File: src/logic/idu_pkg.sv
package idu_pkg;

    localparam int xlen      = 32;
    localparam int reg_idx_w = 5;

    // Major opcodes, inst[6:0]
    localparam logic [6:0] op_reg    = 7'b0110011;
    localparam logic [6:0] op_imm    = 7'b0010011;
    localparam logic [6:0] op_lui    = 7'b0110111;
    localparam logic [6:0] op_auipc  = 7'b0010111;
    localparam logic [6:0] op_jal    = 7'b1101111;
    localparam logic [6:0] op_jalr   = 7'b1100111;
    localparam logic [6:0] op_load   = 7'b0000011;
    localparam logic [6:0] op_store  = 7'b0100011;
    localparam logic [6:0] op_branch = 7'b1100011;
    localparam logic [6:0] op_system = 7'b1110011;

    // ALU funct3, shared by register and immediate forms
    localparam logic [2:0] f3_add  = 3'b000;
    localparam logic [2:0] f3_sll  = 3'b001;
    localparam logic [2:0] f3_slt  = 3'b010;
    localparam logic [2:0] f3_sltu = 3'b011;
    localparam logic [2:0] f3_xor  = 3'b100;
    localparam logic [2:0] f3_sr   = 3'b101;   // srl/sra, split by funct7
    localparam logic [2:0] f3_or   = 3'b110;
    localparam logic [2:0] f3_and  = 3'b111;

    localparam logic [2:0] f3_jalr = 3'b000;

    // Loads and stores
    localparam logic [2:0] f3_lb  = 3'b000;
    localparam logic [2:0] f3_lh  = 3'b001;
    localparam logic [2:0] f3_lw  = 3'b010;
    localparam logic [2:0] f3_lbu = 3'b100;
    localparam logic [2:0] f3_lhu = 3'b101;
    localparam logic [2:0] f3_sb  = 3'b000;
    localparam logic [2:0] f3_sh  = 3'b001;
    localparam logic [2:0] f3_sw  = 3'b010;

    // Branch conditions
    localparam logic [2:0] f3_beq  = 3'b000;
    localparam logic [2:0] f3_bne  = 3'b001;
    localparam logic [2:0] f3_blt  = 3'b100;
    localparam logic [2:0] f3_bge  = 3'b101;
    localparam logic [2:0] f3_bltu = 3'b110;
    localparam logic [2:0] f3_bgeu = 3'b111;

    // System group
    localparam logic [2:0] f3_priv  = 3'b000;  // ecall, mret
    localparam logic [2:0] f3_csrrw = 3'b001;
    localparam logic [2:0] f3_csrrs = 3'b010;

    localparam logic [6:0] f7_base = 7'b0000000;
    localparam logic [6:0] f7_alt  = 7'b0100000;  // sub, sra, srai
    localparam logic [6:0] f7_mret = 7'b0011000;

    // Execute stage relies on this numbering
    typedef enum logic [5:0] {
        alu_addi  = 6'd0,   // also any unrecognised word
        alu_auipc = 6'd1,
        alu_lui   = 6'd2,
        alu_jump  = 6'd3,   // jal and jalr
        alu_beq   = 6'd4,
        alu_sw    = 6'd5,
        alu_lw    = 6'd6,
        alu_sltiu = 6'd7,
        alu_bne   = 6'd8,
        alu_add   = 6'd9,
        alu_sub   = 6'd10,
        alu_or    = 6'd11,
        alu_xor   = 6'd12,
        alu_sltu  = 6'd13,
        alu_bge   = 6'd14,
        alu_slli  = 6'd15,
        alu_andi  = 6'd16,
        alu_srli  = 6'd17,
        alu_slti  = 6'd18,
        alu_blt   = 6'd19,
        alu_bltu  = 6'd20,
        alu_bgeu  = 6'd21,
        alu_sll   = 6'd22,
        alu_slt   = 6'd23,
        alu_xori  = 6'd24,
        alu_ori   = 6'd25,
        alu_lbu   = 6'd26,
        alu_srai  = 6'd27,
        alu_sb    = 6'd28,
        alu_sh    = 6'd29,
        alu_and   = 6'd30,
        alu_lb    = 6'd31,
        alu_lh    = 6'd32,
        alu_srl   = 6'd33,
        alu_sra   = 6'd34,
        alu_lhu   = 6'd35,
        alu_csrrw = 6'd36,
        alu_csrrs = 6'd37
    } alu_op_e;

    typedef enum logic [2:0] {
        pc_jalr   = 3'd1,
        pc_jal    = 3'd2,
        pc_branch = 3'd4,
        pc_trap   = 3'd5,   // ecall and mret
        pc_seq    = 3'd6
    } pc_sel_e;

    typedef enum logic [2:0] {
        imm_i   = 3'd0,
        imm_u   = 3'd1,
        imm_j   = 3'd2,
        imm_s   = 3'd3,
        imm_b   = 3'd4,
        imm_sys = 3'd5
    } imm_fmt_e;

endpackage

File: src/logic/decode_latch.sv
`timescale 1ns/10ps

module decode_latch import idu_pkg::*; (
    input  logic                 clock,
    input  logic                 rst_n,
    input  logic                 inst_valid,
    output logic                 inst_ready,
    output logic                 dec_valid,
    input  logic                 dec_ready,
    input  alu_op_e              alu_op_d,
    input  pc_sel_e              pc_sel_d,
    input  logic                 wen_d,
    input  logic                 wen_read_d,
    input  logic                 wen_csr_d,
    input  logic                 ecall_d,
    input  logic [reg_idx_w-1:0] rd_d,
    input  logic [reg_idx_w-1:0] rs1_d,
    input  logic [reg_idx_w-1:0] rs2_d,
    input  logic [xlen-1:0]      imm_d,
    output alu_op_e              alu_op,
    output pc_sel_e              pc_sel,
    output logic                 wen,
    output logic                 wen_read,
    output logic                 wen_csr,
    output logic                 ecall,
    output logic [reg_idx_w-1:0] rd,
    output logic [reg_idx_w-1:0] rs1,
    output logic [reg_idx_w-1:0] rs2,
    output logic [xlen-1:0]      imm
);

    logic take;

    // Room when empty or when the held record leaves this cycle
    assign inst_ready = !dec_valid || dec_ready;
    assign take       = inst_valid && inst_ready;

    always_ff @(posedge clock) begin
        if (!rst_n) begin
            dec_valid <= 1'b0;
            wen       <= 1'b0;
            wen_read  <= 1'b0;
            wen_csr   <= 1'b0;
            ecall     <= 1'b0;
        end else begin
            if (inst_ready) dec_valid <= inst_valid;   // refill or drain
            if (take) begin
                wen      <= wen_d;
                wen_read <= wen_read_d;
                wen_csr  <= wen_csr_d;
                ecall    <= ecall_d;
            end
        end
    end

    always_ff @(posedge clock) begin
        if (take) begin
            alu_op <= alu_op_d;
            pc_sel <= pc_sel_d;
            rd     <= rd_d;
            rs1    <= rs1_d;
            rs2    <= rs2_d;
            imm    <= imm_d;
        end
    end

endmodule

File: src/logic/idu_top.sv
`timescale 1ns/10ps

module idu_top import idu_pkg::*; (
    input  logic                 clock,
    input  logic                 rst_n,
    input  logic [xlen-1:0]      inst,
    input  logic                 inst_valid,
    output logic                 inst_ready,
    output logic                 dec_valid,
    input  logic                 dec_ready,
    output alu_op_e              alu_op,
    output pc_sel_e              pc_sel,
    output logic                 wen,
    output logic                 wen_read,
    output logic                 wen_csr,
    output logic                 ecall,
    output logic [reg_idx_w-1:0] rd,
    output logic [reg_idx_w-1:0] rs1,
    output logic [reg_idx_w-1:0] rs2,
    output logic [xlen-1:0]      imm
);

    // Combinational decode of the offered word
    alu_op_e              alu_op_c;
    pc_sel_e              pc_sel_c;
    logic                 wen_c;
    logic                 wen_read_c;
    logic                 wen_csr_c;
    logic                 ecall_c;
    logic [reg_idx_w-1:0] rd_c;
    logic [reg_idx_w-1:0] rs1_c;
    logic [reg_idx_w-1:0] rs2_c;
    logic [xlen-1:0]      imm_c;

    inst_classify inst_classify_i (
        .inst     (inst),
        .alu_op   (alu_op_c),
        .pc_sel   (pc_sel_c),
        .wen      (wen_c),
        .wen_read (wen_read_c),
        .wen_csr  (wen_csr_c),
        .ecall    (ecall_c),
        .rd       (rd_c),
        .rs1      (rs1_c),
        .rs2      (rs2_c)
    );

    imm_gen imm_gen_i (
        .inst (inst),
        .imm  (imm_c)
    );

    decode_latch decode_latch_i (
        .clock      (clock),
        .rst_n      (rst_n),
        .inst_valid (inst_valid),
        .inst_ready (inst_ready),
        .dec_valid  (dec_valid),
        .dec_ready  (dec_ready),
        .alu_op_d   (alu_op_c),
        .pc_sel_d   (pc_sel_c),
        .wen_d      (wen_c),
        .wen_read_d (wen_read_c),
        .wen_csr_d  (wen_csr_c),
        .ecall_d    (ecall_c),
        .rd_d       (rd_c),
        .rs1_d      (rs1_c),
        .rs2_d      (rs2_c),
        .imm_d      (imm_c),
        .alu_op     (alu_op),
        .pc_sel     (pc_sel),
        .wen        (wen),
        .wen_read   (wen_read),
        .wen_csr    (wen_csr),
        .ecall      (ecall),
        .rd         (rd),
        .rs1        (rs1),
        .rs2        (rs2),
        .imm        (imm)
    );

endmodule

File: src/logic/imm_gen.sv
`timescale 1ns/10ps

module imm_gen import idu_pkg::*; (
    input  logic [xlen-1:0] inst,
    output logic [xlen-1:0] imm
);

    imm_fmt_e fmt;

    // Format follows the major opcode alone
    always_comb begin
        case (inst[6:0])
            op_lui,
            op_auipc:  fmt = imm_u;
            op_jal:    fmt = imm_j;
            op_store:  fmt = imm_s;
            op_branch: fmt = imm_b;
            op_system: fmt = imm_sys;
            default:   fmt = imm_i;    // op-imm, loads, jalr
        endcase
    end

    always_comb begin
        case (fmt)
            imm_u: begin
                imm = {inst[31:12], 12'b0};
            end
            imm_j: begin
                imm = {{(xlen-20){inst[31]}}, inst[19:12], inst[20], inst[30:21], 1'b0};
            end
            imm_s: begin
                imm = {{(xlen-12){inst[31]}}, inst[31:25], inst[11:7]};
            end
            imm_b: begin
                // Bit 0 is implied, offsets are even
                imm = {{(xlen-12){inst[31]}}, inst[7], inst[30:25], inst[11:8], 1'b0};
            end
            imm_sys: begin
                imm = '0;               // CSR address not passed as data
            end
            default: begin
                imm = {{(xlen-12){inst[31]}}, inst[31:20]};
            end
        endcase
    end

endmodule

File: src/logic/inst_classify.sv
`timescale 1ns/10ps

module inst_classify import idu_pkg::*; (
    input  logic [xlen-1:0]      inst,
    output alu_op_e              alu_op,
    output pc_sel_e              pc_sel,
    output logic                 wen,
    output logic                 wen_read,
    output logic                 wen_csr,
    output logic                 ecall,
    output logic [reg_idx_w-1:0] rd,
    output logic [reg_idx_w-1:0] rs1,
    output logic [reg_idx_w-1:0] rs2
);

    wire [6:0] opcode = inst[6:0];
    wire [2:0] funct3 = inst[14:12];
    wire [6:0] funct7 = inst[31:25];

    wire is_r   = (opcode == op_reg);
    wire is_i   = (opcode == op_imm);
    wire is_ld  = (opcode == op_load);
    wire is_st  = (opcode == op_store);
    wire is_br  = (opcode == op_branch);
    wire is_sys = (opcode == op_system);

    // Register-register
    wire is_add  = is_r & (funct3 == f3_add)  & (funct7 == f7_base);
    wire is_sub  = is_r & (funct3 == f3_add)  & (funct7 == f7_alt);
    wire is_sll  = is_r & (funct3 == f3_sll)  & (funct7 == f7_base);
    wire is_slt  = is_r & (funct3 == f3_slt)  & (funct7 == f7_base);
    wire is_sltu = is_r & (funct3 == f3_sltu) & (funct7 == f7_base);
    wire is_xor  = is_r & (funct3 == f3_xor)  & (funct7 == f7_base);
    wire is_srl  = is_r & (funct3 == f3_sr)   & (funct7 == f7_base);
    wire is_sra  = is_r & (funct3 == f3_sr)   & (funct7 == f7_alt);
    wire is_or   = is_r & (funct3 == f3_or)   & (funct7 == f7_base);
    wire is_and  = is_r & (funct3 == f3_and)  & (funct7 == f7_base);

    // Register-immediate, only the shifts look at funct7
    wire is_addi  = is_i & (funct3 == f3_add);
    wire is_slti  = is_i & (funct3 == f3_slt);
    wire is_sltiu = is_i & (funct3 == f3_sltu);
    wire is_xori  = is_i & (funct3 == f3_xor);
    wire is_ori   = is_i & (funct3 == f3_or);
    wire is_andi  = is_i & (funct3 == f3_and);
    wire is_slli  = is_i & (funct3 == f3_sll) & (funct7 == f7_base);
    wire is_srli  = is_i & (funct3 == f3_sr)  & (funct7 == f7_base);
    wire is_srai  = is_i & (funct3 == f3_sr)  & (funct7 == f7_alt);

    wire is_lb  = is_ld & (funct3 == f3_lb);
    wire is_lh  = is_ld & (funct3 == f3_lh);
    wire is_lw  = is_ld & (funct3 == f3_lw);
    wire is_lbu = is_ld & (funct3 == f3_lbu);
    wire is_lhu = is_ld & (funct3 == f3_lhu);
    wire is_sb  = is_st & (funct3 == f3_sb);
    wire is_sh  = is_st & (funct3 == f3_sh);
    wire is_sw  = is_st & (funct3 == f3_sw);

    wire is_beq  = is_br & (funct3 == f3_beq);
    wire is_bne  = is_br & (funct3 == f3_bne);
    wire is_blt  = is_br & (funct3 == f3_blt);
    wire is_bge  = is_br & (funct3 == f3_bge);
    wire is_bltu = is_br & (funct3 == f3_bltu);
    wire is_bgeu = is_br & (funct3 == f3_bgeu);
    wire any_br  = is_beq | is_bne | is_blt | is_bge | is_bltu | is_bgeu;

    wire is_lui   = (opcode == op_lui);
    wire is_auipc = (opcode == op_auipc);
    wire is_jal   = (opcode == op_jal);
    wire is_jalr  = (opcode == op_jalr) & (funct3 == f3_jalr);

    // ecall and mret differ only in funct7
    wire is_ecall = is_sys & (funct3 == f3_priv) & (funct7 == f7_base);
    wire is_mret  = is_sys & (funct3 == f3_priv) & (funct7 == f7_mret);
    wire is_csrrw = is_sys & (funct3 == f3_csrrw);
    wire is_csrrs = is_sys & (funct3 == f3_csrrs);

    assign rd  = inst[11:7];
    assign rs1 = inst[19:15];
    assign rs2 = inst[24:20];

    assign alu_op = is_auipc            ? alu_auipc :
                    is_lui              ? alu_lui   :
                    (is_jal | is_jalr)  ? alu_jump  :
                    is_beq              ? alu_beq   :
                    is_sw               ? alu_sw    :
                    is_lw               ? alu_lw    :
                    is_sltiu            ? alu_sltiu :
                    is_bne              ? alu_bne   :
                    is_add              ? alu_add   :
                    is_sub              ? alu_sub   :
                    is_or               ? alu_or    :
                    is_xor              ? alu_xor   :
                    is_sltu             ? alu_sltu  :
                    is_bge              ? alu_bge   :
                    is_slli             ? alu_slli  :
                    is_andi             ? alu_andi  :
                    is_srli             ? alu_srli  :
                    is_slti             ? alu_slti  :
                    is_blt              ? alu_blt   :
                    is_bltu             ? alu_bltu  :
                    is_bgeu             ? alu_bgeu  :
                    is_sll              ? alu_sll   :
                    is_slt              ? alu_slt   :
                    is_xori             ? alu_xori  :
                    is_ori              ? alu_ori   :
                    is_lbu              ? alu_lbu   :
                    is_srai             ? alu_srai  :
                    is_sb               ? alu_sb    :
                    is_sh               ? alu_sh    :
                    is_and              ? alu_and   :
                    is_lb               ? alu_lb    :
                    is_lh               ? alu_lh    :
                    is_srl              ? alu_srl   :
                    is_sra              ? alu_sra   :
                    is_lhu              ? alu_lhu   :
                    is_csrrw            ? alu_csrrw :
                    is_csrrs            ? alu_csrrs :
                                          alu_addi;   // addi and unknown words

    assign pc_sel = is_jalr                ? pc_jalr   :
                    is_jal                 ? pc_jal    :
                    any_br                 ? pc_branch :
                    (is_ecall | is_mret)   ? pc_trap   :
                                             pc_seq;

    assign wen = is_addi | is_slti | is_sltiu | is_xori | is_ori | is_andi
               | is_slli | is_srli | is_srai
               | is_add | is_sub | is_sll | is_slt | is_sltu
               | is_xor | is_srl | is_sra | is_or | is_and
               | is_lb | is_lh | is_lw | is_lbu | is_lhu
               | is_lui | is_auipc | is_jal | is_jalr
               | is_csrrw | is_csrrs;

    // Reading set leaves out jalr, bne and bge
    assign wen_read = is_addi | is_slti | is_sltiu | is_xori | is_ori | is_andi
                    | is_slli | is_srli | is_srai
                    | is_add | is_sub | is_sll | is_slt | is_sltu
                    | is_xor | is_srl | is_sra | is_or | is_and
                    | is_lb | is_lh | is_lw | is_lbu | is_lhu
                    | is_sb | is_sh | is_sw
                    | is_beq | is_blt | is_bltu | is_bgeu
                    | is_csrrw | is_csrrs;

    assign wen_csr = is_csrrw | is_csrrs;
    assign ecall   = is_ecall;

endmodule

File: config.mk
export PLATFORM = sky130hd
export DESIGN_NAME = idu_top
export DESIGN_NICKNAME = d
export VERILOG_FILES = /design/src/logic/idu_pkg.sv /design/src/logic/decode_latch.sv /design/src/logic/idu_top.sv /design/src/logic/imm_gen.sv /design/src/logic/inst_classify.sv
export SDC_FILE = /design/constraint.sdc
export NUM_CORES = 1
export LEC_CHECK = 0
export ABC_AREA = 1
export BUFFER_PORTS_ARGS = -buffer_cell sky130_fd_sc_hd__buf_2
export CORE_UTILIZATION = 35
export DETAILED_ROUTE_END_ITERATION = 8
export GPL_TIMING_DRIVEN = 0
export HOLD_SLACK_MARGIN = 0.03
export SLEW_MARGIN = 20
export SYNTH_ARGS = -nofsm -noshare
export SYNTH_HDL_FRONTEND = slang
export SYNTH_HIERARCHICAL = 1
export SYNTH_SLANG_ARGS = --single-unit
File: constraint.sdc
create_clock -name clock -period 5.7 [get_ports clock]
set_input_delay 1.14 -clock clock [delete_from_list [all_inputs] [get_ports clock]]
set_output_delay 1.14 -clock clock [all_outputs]
set_load 0.02 [all_outputs]
==> results of run 1 <==
[worst min-delay path, cell delays in order (launching register included)]
cell	delay (ns)
dfxtp_1	0.32
a21oi_1	0.04
nor2_1	0.08
[kinds of logic (layout without fill, tap and decap cells)]
group / Yosys count / count (layout) / share of synthesized area
buffers and inverters: 78 / 191 / 0.110
DFF: 61 / 61 / 0.532
AOI/OAI and AO/OA: 27 / 27 / 0.0494
and+or+nand+nor: 208 / 208 / 0.308
[synthesized netlist by cell type, types with 2 or more instances]
master | n | area share
dfxtp_1 | 5 | 0.030
o21ai_0 | 6 | 0.0090
nor3_1 | 7 | 0.010
nor2_2 | 4 | 0.0075
edfxtp_1 | 56 | 0.50
nand3_2 | 2 | 0.0060
o2111ai_1 | 2 | 0.0052
nand2_2 | 8 | 0.015
nand4_1 | 16 | 0.030
buf_4 | 17 | 0.038
nand2_1 | 82 | 0.092
inv_2 | 10 | 0.011
nor3_2 | 2 | 0.0060
a21oi_1 | 9 | 0.013
nand3_1 | 29 | 0.043
nor2_4 | 5 | 0.017
nor4_1 | 4 | 0.0075
nor2_1 | 42 | 0.047
nand2_4 | 3 | 0.010
o21ai_1 | 2 | 0.0030
inv_1 | 47 | 0.053
[registers in the layout, indices dropped and copies added (netlist names), 3 cells and up]
register               cells
decode_latch_i/rs2         5
decode_latch_i/pc_sel      3
decode_latch_i/rd          5
decode_latch_i/rs1         5
decode_latch_i/alu_op      6
decode_latch_i/imm        32
[routing by layer]
layer	vias to the layer above	wire, um	track usage
li1	1456	-	-
met1	1339	3650	0.203
met2	96	4110	0.309
met3	19	439	0.0397
met4	0	222	0.0814
met5	-	0	0
[path summary, 6_finish.rpt]
check / start / endpoint / slack [ns] / cells past startpoint
worst min register to register: decode_latch_i/wen_read$_SDFFE_PN0P_ / decode_latch_i/wen_read$_SDFFE_PN0P_ / 0.48 / 2
worst max-delay path: dec_ready / inst_ready / 2.91 / 4
worst max register to register: decode_latch_i/dec_valid$_SDFFE_PN0P_ / decode_latch_i/rs1[1]$_DFFE_PP_ / 3.99 / 3
worst min-delay path: decode_latch_i/wen_read$_SDFFE_PN0P_ / decode_latch_i/wen_read$_SDFFE_PN0P_ / 0.48 / 2
[stage by stage]
stage          TNS (ns)  hold slack [ns]
2_1_floorplan         0            0.573
3_3_place_gp      -2.44            0.463
3_5_place_dp          0            0.474
4_1_cts               0            0.490
5_1_grt               0            0.522
6_report              0            0.481
[report_power, final]
part	switching [uW]	internal (uW)
clock	169	197
sequential	7.37	520
combinational	101	53.8
[cell type report]
| cell class | count | area, sq um | share of cell area |
|---|---|---|---|
| Buffer | 19 | 144 | 0.0340 |
| Clock buffer | 10 | 128 | 0.0301 |
| Clock inverter | 5 | 52.6 | 0.0124 |
| Inverter | 59 | 224 | 0.0529 |
| Multi-Input combinational cell | 235 | 1210 | 0.285 |
| Sequential cell | 61 | 1780 | 0.421 |
| Tap cell | 129 | 161 | 0.0381 |
| Timing Repair Buffer | 98 | 536 | 0.126 |
==> impl_metrics.tcl, run 1 <==
set metrics [dict create \
    rsz0062_at_grt "no" \
    antennaDiodeCount 0 \
    gp_congestion 0.894 \
    ctsHtreeMaxLevel 3 \
    coreArea_sq_um 9240 \
    drc 0 \
    drt-pass1-iter-count 4 \
    end_kind "primary output" \
    syn_nets 410 \
    cp.arrival_ns 1.65 \
    cts_setup_buffers 0 \
    max_freq_mhz 359 \
    die_x_um 99.8 \
    die-area_sq_um 9960 \
    syn_area_per_cell_sq_um 8.95 \
    cts_resized 0 \
    rows 35 \
    drtIter0Drc 125 \
    crit_path_max_incr_delay_ns 0.17 \
    start_util 0.362 \
    path_clk_slew_ns 0.07 \
    tightest_slew_ns 0.733 \
    dp_hpwl_um 6440 \
    cts_inserted_buffers 9 \
    ys_warn_count 6 \
    final_cells 616 \
    async_flop_share 0 \
    synth_seq_cells 61 \
    antenna_left 0 \
    fin_nets 519 \
    pin_count 98 \
    syn_inst 374 \
    syn_to_final_growth_pct 26.5 \
    fin_util 0.458 \
    max_cap_violations 0 \
    grt_overflow 0 \
    dp.cells 601 \
    layout_commonest_cell "buf_2" \
    syn_area_sq_um 3350 \
    grtUsageTotal 0.176 \
    totalWireLength_um 8420 \
    report.power.total_uw 1050 \
    pwr_density_cell_nw_per_um2 248 \
    critical_path_buf_inv_count 3 \
    critPathSlowestCell "buf_2" \
    crit_fanout 10 \
    finalCritPeriodShare 0.489 \
    grt_antenna_before_repair 0 \
    status "complete, no violations" \
    grt_pass1_vias 2748 \
    fp.dieH_um 99.8 \
    synth_cell_types 37 \
    drv_slew 0 \
    clk_root_buffer_cell "clkbuf_8" \
    viasPerCell 4.72 \
    crit_top_cell "buf_2" \
    drive_gt1_frac 0.349 \
    layout_setup_ws_ns 2.91 \
    clk_latency_ns 0.33 \
    required_ns 4.56 \
    synth_seq_area_share 0.532 \
    ys.flop_type "edfxtp_1" \
    routedWlPerCell_um 13.7 \
    crit_family "buffers and inverters" \
    cts_buffer_depth 2 \
    synth-edff-count 56 \
    start_kind "input port" \
    max-vdd-ir-drop_mv 0.104 \
    final.min_clock_period_ns 2.79 \
    placed_area_sq_um 4060 \
    hold_path.class "reg2reg" \
    grt_start_max_net_pins 22 \
    path_cells "buf_2 -> inv_1 -> nand2_4 -> buf_2" \
    layout_common_cells "buf_2, nand2_1, edfxtp_1" \
    slew_headroom 0.510 \
    postCtsHoldBufs 0 \
    grt_pass1_wl_um 13400 \
    finalSetupViolCount 0 \
    p_leak_uw 0.00197 \
    vias 2910 \
    fillCellCount 949 \
    path_class "in2out" \
    clock_skew_ns 0.00816 \
    pre_cts_ws_ns 2.81 \
    fin_area_sq_um 4240 \
    port_buffers 96 \
    cts_sinks 61 \
    finalHoldViolations 0 \
    tritoncts "yes" \
]
Note: power is estimated with default switching activity, not from simulation.
==> run 2, diff against run 1 <==
--- a/config.mk
+++ b/config.mk
@@ -5,7 +5,7 @@
 export SDC_FILE = /design/constraint.sdc
 export NUM_CORES = 1
 export LEC_CHECK = 0
-export ABC_AREA = 1
+export ABC_AREA = 0
 export BUFFER_PORTS_ARGS = -buffer_cell sky130_fd_sc_hd__buf_2
 export CORE_UTILIZATION = 35
 export DETAILED_ROUTE_END_ITERATION = 8
==> constraint.sdc (replaced) <==
create_clock -name clock -period 2.8 [get_ports clock]
set_input_delay 0.56 -clock clock [delete_from_list [all_inputs] [get_ports clock]]
set_output_delay 0.56 -clock clock [all_outputs]
set_load 0.02 [all_outputs]
==> run 2 against run 1 <==
Compared with the run above: setup slack worse by 2.6 ns; sequential share of layout area is 0.29 points higher; register-to-register slack worse by 2.8 ns; via count is 0.79% higher; core utilization is 0.53 points lower; critical path depth is 3 higher; combinational power is 110% higher; wire length is 6.2% higher; critical path type is now in2reg; critical endpoint is now decode_latch_i/alu_op[1]$_DFFE_PP_.
==> impl_metrics.tcl, run 2 <==
set metrics [dict create \
    largest_register "decode_latch_i/imm" \
    crit_fanout 6 \
    drt-pass1-iter-count 5 \
    rows 35 \
    grt_antenna_before_repair 0 \
    drv_slew 0 \
    ys_warn_count 6 \
    layout_setup_ws_ns 0.335 \
    clk_root_buffer_cell "clkbuf_8" \
    syn_to_final_growth_pct 24.3 \
    postCtsHoldBufs 0 \
    syn_area_sq_um 3380 \
    cts_sinks 61 \
    pre_cts_ws_ns 0.0449 \
    largest_register_ffs 32 \
    syn_nets 344 \
    cts_setup_buffers 0 \
    totalWireLength_um 8940 \
    drive_gt1_frac 0.371 \
    largestRegisters "decode_latch_i/imm: 32 flops, decode_latch_i/alu_op: 6 flops" \
    antennaDiodeCount 0 \
    pwr_density_cell_nw_per_um2 496 \
    fp.dieH_um 100 \
    path_clk_slew_ns 0.07 \
    ys.flop_type "edfxtp_1" \
    grt_pass1_vias 2771 \
    yosysTopAreaCell "edfxtp_1" \
    cts_resized 0 \
    start_kind "input port" \
    die_x_um 100 \
    grt_pass1_wl_um 13900 \
    finalSetupTns_ns 0 \
    tightest_slew_ns 0.895 \
    async_flop_share 0 \
    clk_latency_ns 0.33 \
    synth_area_leaders "edfxtp_1, buf_4, dfxtp_1" \
    met3_usage 0.0536 \
    max_cap_violations 0 \
    grtUsageTotal 0.179 \
    cts_buffer_depth 2 \
    reg2regPathDepth 3 \
    synth_seq_area_share 0.526 \
    drc 0 \
    status "complete, no violations" \
    clock_skew_ns 0.0125 \
    finalHoldViolations 0 \
    dp_hpwl_um 6400 \
    met2_usage 0.282 \
    fin_nets 451 \
    synth_seq_cells 61 \
    met1_usage 0.222 \
    drtIter0Drc 163 \
    busiest_layer "met2" \
    start_util 0.365 \
    synth-edff-count 56 \
    syn_inst 308 \
    cts_inserted_buffers 9 \
    routedWlPerCell_um 16.3 \
    required_ns 3.00 \
    end_kind "register" \
    antenna_left 0 \
    ctsHtreeMaxLevel 3 \
    max-vdd-ir-drop_mv 0.222 \
    final.min_clock_period_ns 2.46 \
    fillCellCount 914 \
    layout_common_cells "buf_2, edfxtp_1, nand2_1" \
    rsz0062_at_grt "no" \
    coreArea_sq_um 9280 \
    p_leak_uw 0.00174 \
    grt_overflow 0 \
    synth_cell_types 66 \
    path_class "in2reg" \
    yosysMostFrequentCell "edfxtp_1" \
    slew_headroom 0.399 \
    hold_path.class "reg2reg" \
    finalCritPeriodShare 0.880 \
    syn_area_per_cell_sq_um 11.0 \
    grt_start_max_net_pins 61 \
    cp.arrival_ns 2.67 \
    tritoncts "yes" \
    port_buffers 96 \
    finalSetupViolCount 0 \
    viasPerCell 5.34 \
    layout_commonest_cell "buf_2" \
    die-area_sq_um 10100 \
    vias 2933 \
    min_path_cells 2 \
    synth_top_area_share 0.497 \
    gp_congestion 0.948 \
    synth_top_cells_by_count "edfxtp_1, nand2_1, buf_4, nand3_1, o21ai_0" \
    max_freq_mhz 406 \
    pin_count 98 \
]
run 2: cell types whose count changed after synthesis, moves of 7 or more:
cell / change
nand2_1: -58
inv_1: -42
nor2_1: -30
nand3_1: -16
a21o_1: +11
clkbuf_1: +10
inv_2: -10
and2_1: +9
nand4_1: -9
nand2_2: -8
o21ai_0: +7
run 2: worst max-delay path, cell delays in order:
cell and delay [ns]:
buf_2 0.12, or4_1 0.52, buf_2 0.17, nor3_1 0.60, a21oi_1 0.14, o32ai_1 0.35
or4_1 0.20
run 2: final timing paths:
check | startpoint | end | slack (ns)
max reg2reg | decode_latch_i/dec_valid$_SDFFE_PN0P_ | decode_latch_i/rs1[4]$_DFFE_PP_ | 1.20
max | inst[26] | decode_latch_i/alu_op[1]$_DFFE_PP_ | 0.34
min reg2reg | decode_latch_i/wen_csr$_SDFFE_PN0P_ | decode_latch_i/wen_csr$_SDFFE_PN0P_ | 0.46
min | decode_latch_i/wen_csr$_SDFFE_PN0P_ | decode_latch_i/wen_csr$_SDFFE_PN0P_ | 0.46
run 2: metrics by stage:
stage | util | total power [uW] | hold slack [ns] | cells | instance area (sq um)
CTS | 0.453 | 2120 | 0.458 | 549 | 4210
global placement | 0.434 | 1420 | 0.445 | 533 | 4030
detailed placement | 0.434 | 1420 | 0.448 | 533 | 4030
floorplan | - | 1290 | 0.538 | 308 | 3380
finish | 0.453 | 2090 | 0.455 | 549 | 4210
global route | 0.453 | 2180 | 0.481 | 549 | 4210
run 2: cells by family (layout without fill, tap and decap cells):
family,count (synthesis),in the layout,synth area share
buffers and inverters,41,153,0.0691
and+or+nand+nor,132,132,0.242
xor gates and xnor gates,3,3,0.00776
DFF,61,61,0.526
muxes,1,1,0.00296
AOI/OAI and AO/OA,70,70,0.152
run 2: area by class of cell:
| class | count | area, sq um | share of cell area |
|---|---|---|---|
| inverters | 5 | 18.8 | 0.00446 |
| flip-flops and latches | 61 | 1780 | 0.424 |
| clock buffers | 9 | 124 | 0.0294 |
| plain buffers | 36 | 215 | 0.0512 |
| repair buffers | 96 | 480 | 0.114 |
| multi-input cells | 206 | 1380 | 0.327 |
| well taps | 129 | 161 | 0.0384 |
| clock inverters | 7 | 50.0 | 0.0119 |
run 2: routing by layer:
| metal | wire, um | up-vias | share of wire |
|---|---|---|---|
| met5 | 0 | - | 0 |
| met4 | 295 | 0 | 0.033 |
| met3 | 691 | 23 | 0.077 |
| met2 | 4090 | 167 | 0.46 |
| met1 | 3860 | 1357 | 0.43 |
| li1 | - | 1386 | - |
run 2: power breakdown:
| group | switching (uW) | leakage [uW] | internal (uW) |
|---|---|---|---|
| registers | 11.8 | 0.000581 | 1050 |
| logic | 217 | 0.00107 | 115 |
| clock network | 366 | 0.0000933 | 323 |
==> run 3, diff against run 2 <==
--- a/config.mk
+++ b/config.mk
@@ -5,7 +5,7 @@
 export SDC_FILE = /design/constraint.sdc
 export NUM_CORES = 1
 export LEC_CHECK = 0
-export ABC_AREA = 0
+export ABC_AREA = 1
 export BUFFER_PORTS_ARGS = -buffer_cell sky130_fd_sc_hd__buf_2
 export CORE_UTILIZATION = 35
 export DETAILED_ROUTE_END_ITERATION = 8
==> run 3 against run 2 <==
Compared with the run above: cell count grew 12%; via count grew 0.51%; core utilization grew 1.0 points; critical path type unchanged; largest power group unchanged; sequential share of layout area shrank 0.74 points; highest routed layer unchanged; clock skew grew 0.0036 ns; clock power grew 34%; cell area grew 1.8%; sequential power is essentially flat.
==> impl_metrics.tcl, run 3 (synthesized netlist as in run 1, its figures left out) <==
set metrics [dict create \
    grt_overflow 0 \
    rsz0062_at_grt "no" \
    port_buffers 96 \
    coreArea_sq_um 9240 \
    fillCellCount 916 \
    clock_skew_ns 0.0161 \
    finalCritPeriodShare 0.711 \
    layout.area.seq_sq_um 1780 \
    finalHoldViolations 0 \
    grt_antenna_before_repair 0 \
    required_ns 3.09 \
    tightest_slew_ns 0.509 \
    met2_usage 0.282 \
    layout_common_cells "buf_2, nand2_1, edfxtp_1" \
    dp.cells 601 \
    pin_count 98 \
    pwr_density_cell_nw_per_um2 541 \
    layout_commonest_cell "buf_2" \
    finalSetupViolCount 0 \
    routedWlPerCell_um 13.5 \
    vias 2948 \
    report.power.total_uw 2320 \
    drc 0 \
    dp_hpwl_um 6420 \
    max_cap_violations 0 \
    viasPerCell 4.79 \
    cts_resized 0 \
    met1_usage 0.223 \
    grt_pass1_wl_um 13400 \
    hold_path.class "in2reg" \
    end_kind "register" \
    fp.dieH_um 99.8 \
    met3_usage 0.0383 \
    status "complete, no violations" \
    drv_slew 0 \
    clk_root_buffer_cell "clkbuf_8" \
    multi_input_area_sq_um 1210 \
    grtUsageTotal 0.175 \
    tritoncts "yes" \
    path_class "in2reg" \
    largest_register "decode_latch_i/imm" \
    drive_gt1_frac 0.347 \
    fin_nets 519 \
    grt_start_max_net_pins 25 \
    antenna_left 0 \
    finalSetupTns_ns 0 \
    cts_inserted_buffers 9 \
    crit_fanout 6 \
    start_util 0.362 \
    p_leak_uw 0.00199 \
    final.min_clock_period_ns 1.99 \
    drt-pass1-iter-count 4 \
    largestRegisters "decode_latch_i/imm: 32 flops, decode_latch_i/alu_op: 6 flops" \
    die_x_um 99.8 \
    clk_latency_ns 0.34 \
    largest_register_ffs 32 \
    start_kind "input port" \
    max_freq_mhz 502 \
    antennaDiodeCount 0 \
    final_cells 616 \
    path_clk_slew_ns 0.08 \
    grt_pass1_vias 2735 \
    totalWireLength_um 8320 \
    syn_to_final_growth_pct 27.9 \
    postCtsHoldBufs 0 \
    cts_setup_buffers 0 \
    rows 35 \
    cp.arrival_ns 2.28 \
    gp_congestion 0.841 \
    die-area_sq_um 9960 \
    max-vdd-ir-drop_mv 0.219 \
    cts_sinks 61 \
    ctsHtreeMaxLevel 3 \
    cts_buffer_depth 2 \
    busiest_layer "met2" \
    slew_headroom 0.660 \
    drtIter0Drc 127 \
]
[run 3: area by class of cell]
type / instances / share of cell area
Buffer: 19 / 0.0336
Clock buffer: 9 / 0.0289
Clock inverter: 6 / 0.0240
Inverter: 59 / 0.0523
Multi-Input combinational cell: 235 / 0.282
Sequential cell: 61 / 0.416
Tap cell: 129 / 0.0377
Timing Repair Buffer: 98 / 0.125
[run 3: final timing paths]
kind / cells after the start / endpoint / from / slack, ns
worst min-delay path: 3 / decode_latch_i/wen$_SDFFE_PN0P_ / rst_n / 0.47
worst min register to register: 2 / decode_latch_i/wen_read$_SDFFE_PN0P_ / decode_latch_i/wen_read$_SDFFE_PN0P_ / 0.48
worst max register to register: 3 / decode_latch_i/rs1[0]$_DFFE_PP_ / decode_latch_i/dec_valid$_SDFFE_PN0P_ / 1.24
worst max-delay path: 13 / decode_latch_i/wen_read$_SDFFE_PN0P_ / inst[5] / 0.81
[run 3: metal layers]
layer,wire length [um],part of all wire
met1,3680,0.44
met5,0,0
met4,232,0.028
met2,3910,0.47
met3,499,0.060
[run 3: where the power goes]
part	internal, uW	leakage, uW	total (uW)	switching (uW)
Clock	579	0.000114	928	349
Combinational	109	0.00129	316	206
Sequential	1060	0.000582	1070	13.9
Total	1750	0.00199	2320	570
[run 3: per-stage QoR]
stage,worst slack [ns],area [sq um],util,hold slack (ns)
floorplan,0.0979,3350,-,0.573
global placement,-0.706,3990,0.432,0.464
detailed placement,0.490,4060,0.439,0.471
CTS,0.842,4280,0.463,0.462
global route,0.578,4280,0.463,0.488
finish,0.808,4280,0.463,0.471
[run 3: worst max-delay path: stages]
cell     delay, ns
buf_2         0.15
inv_1         0.09
nor2_2        0.15
nand2_1       0.09
nor2_1        0.38
o21ai_0       0.26
o21ai_0       0.21
nor2_1        0.09
nand2_1       0.08
inv_1         0.04
nand3_1       0.07
nand2_1       0.05
nor2_1        0.07
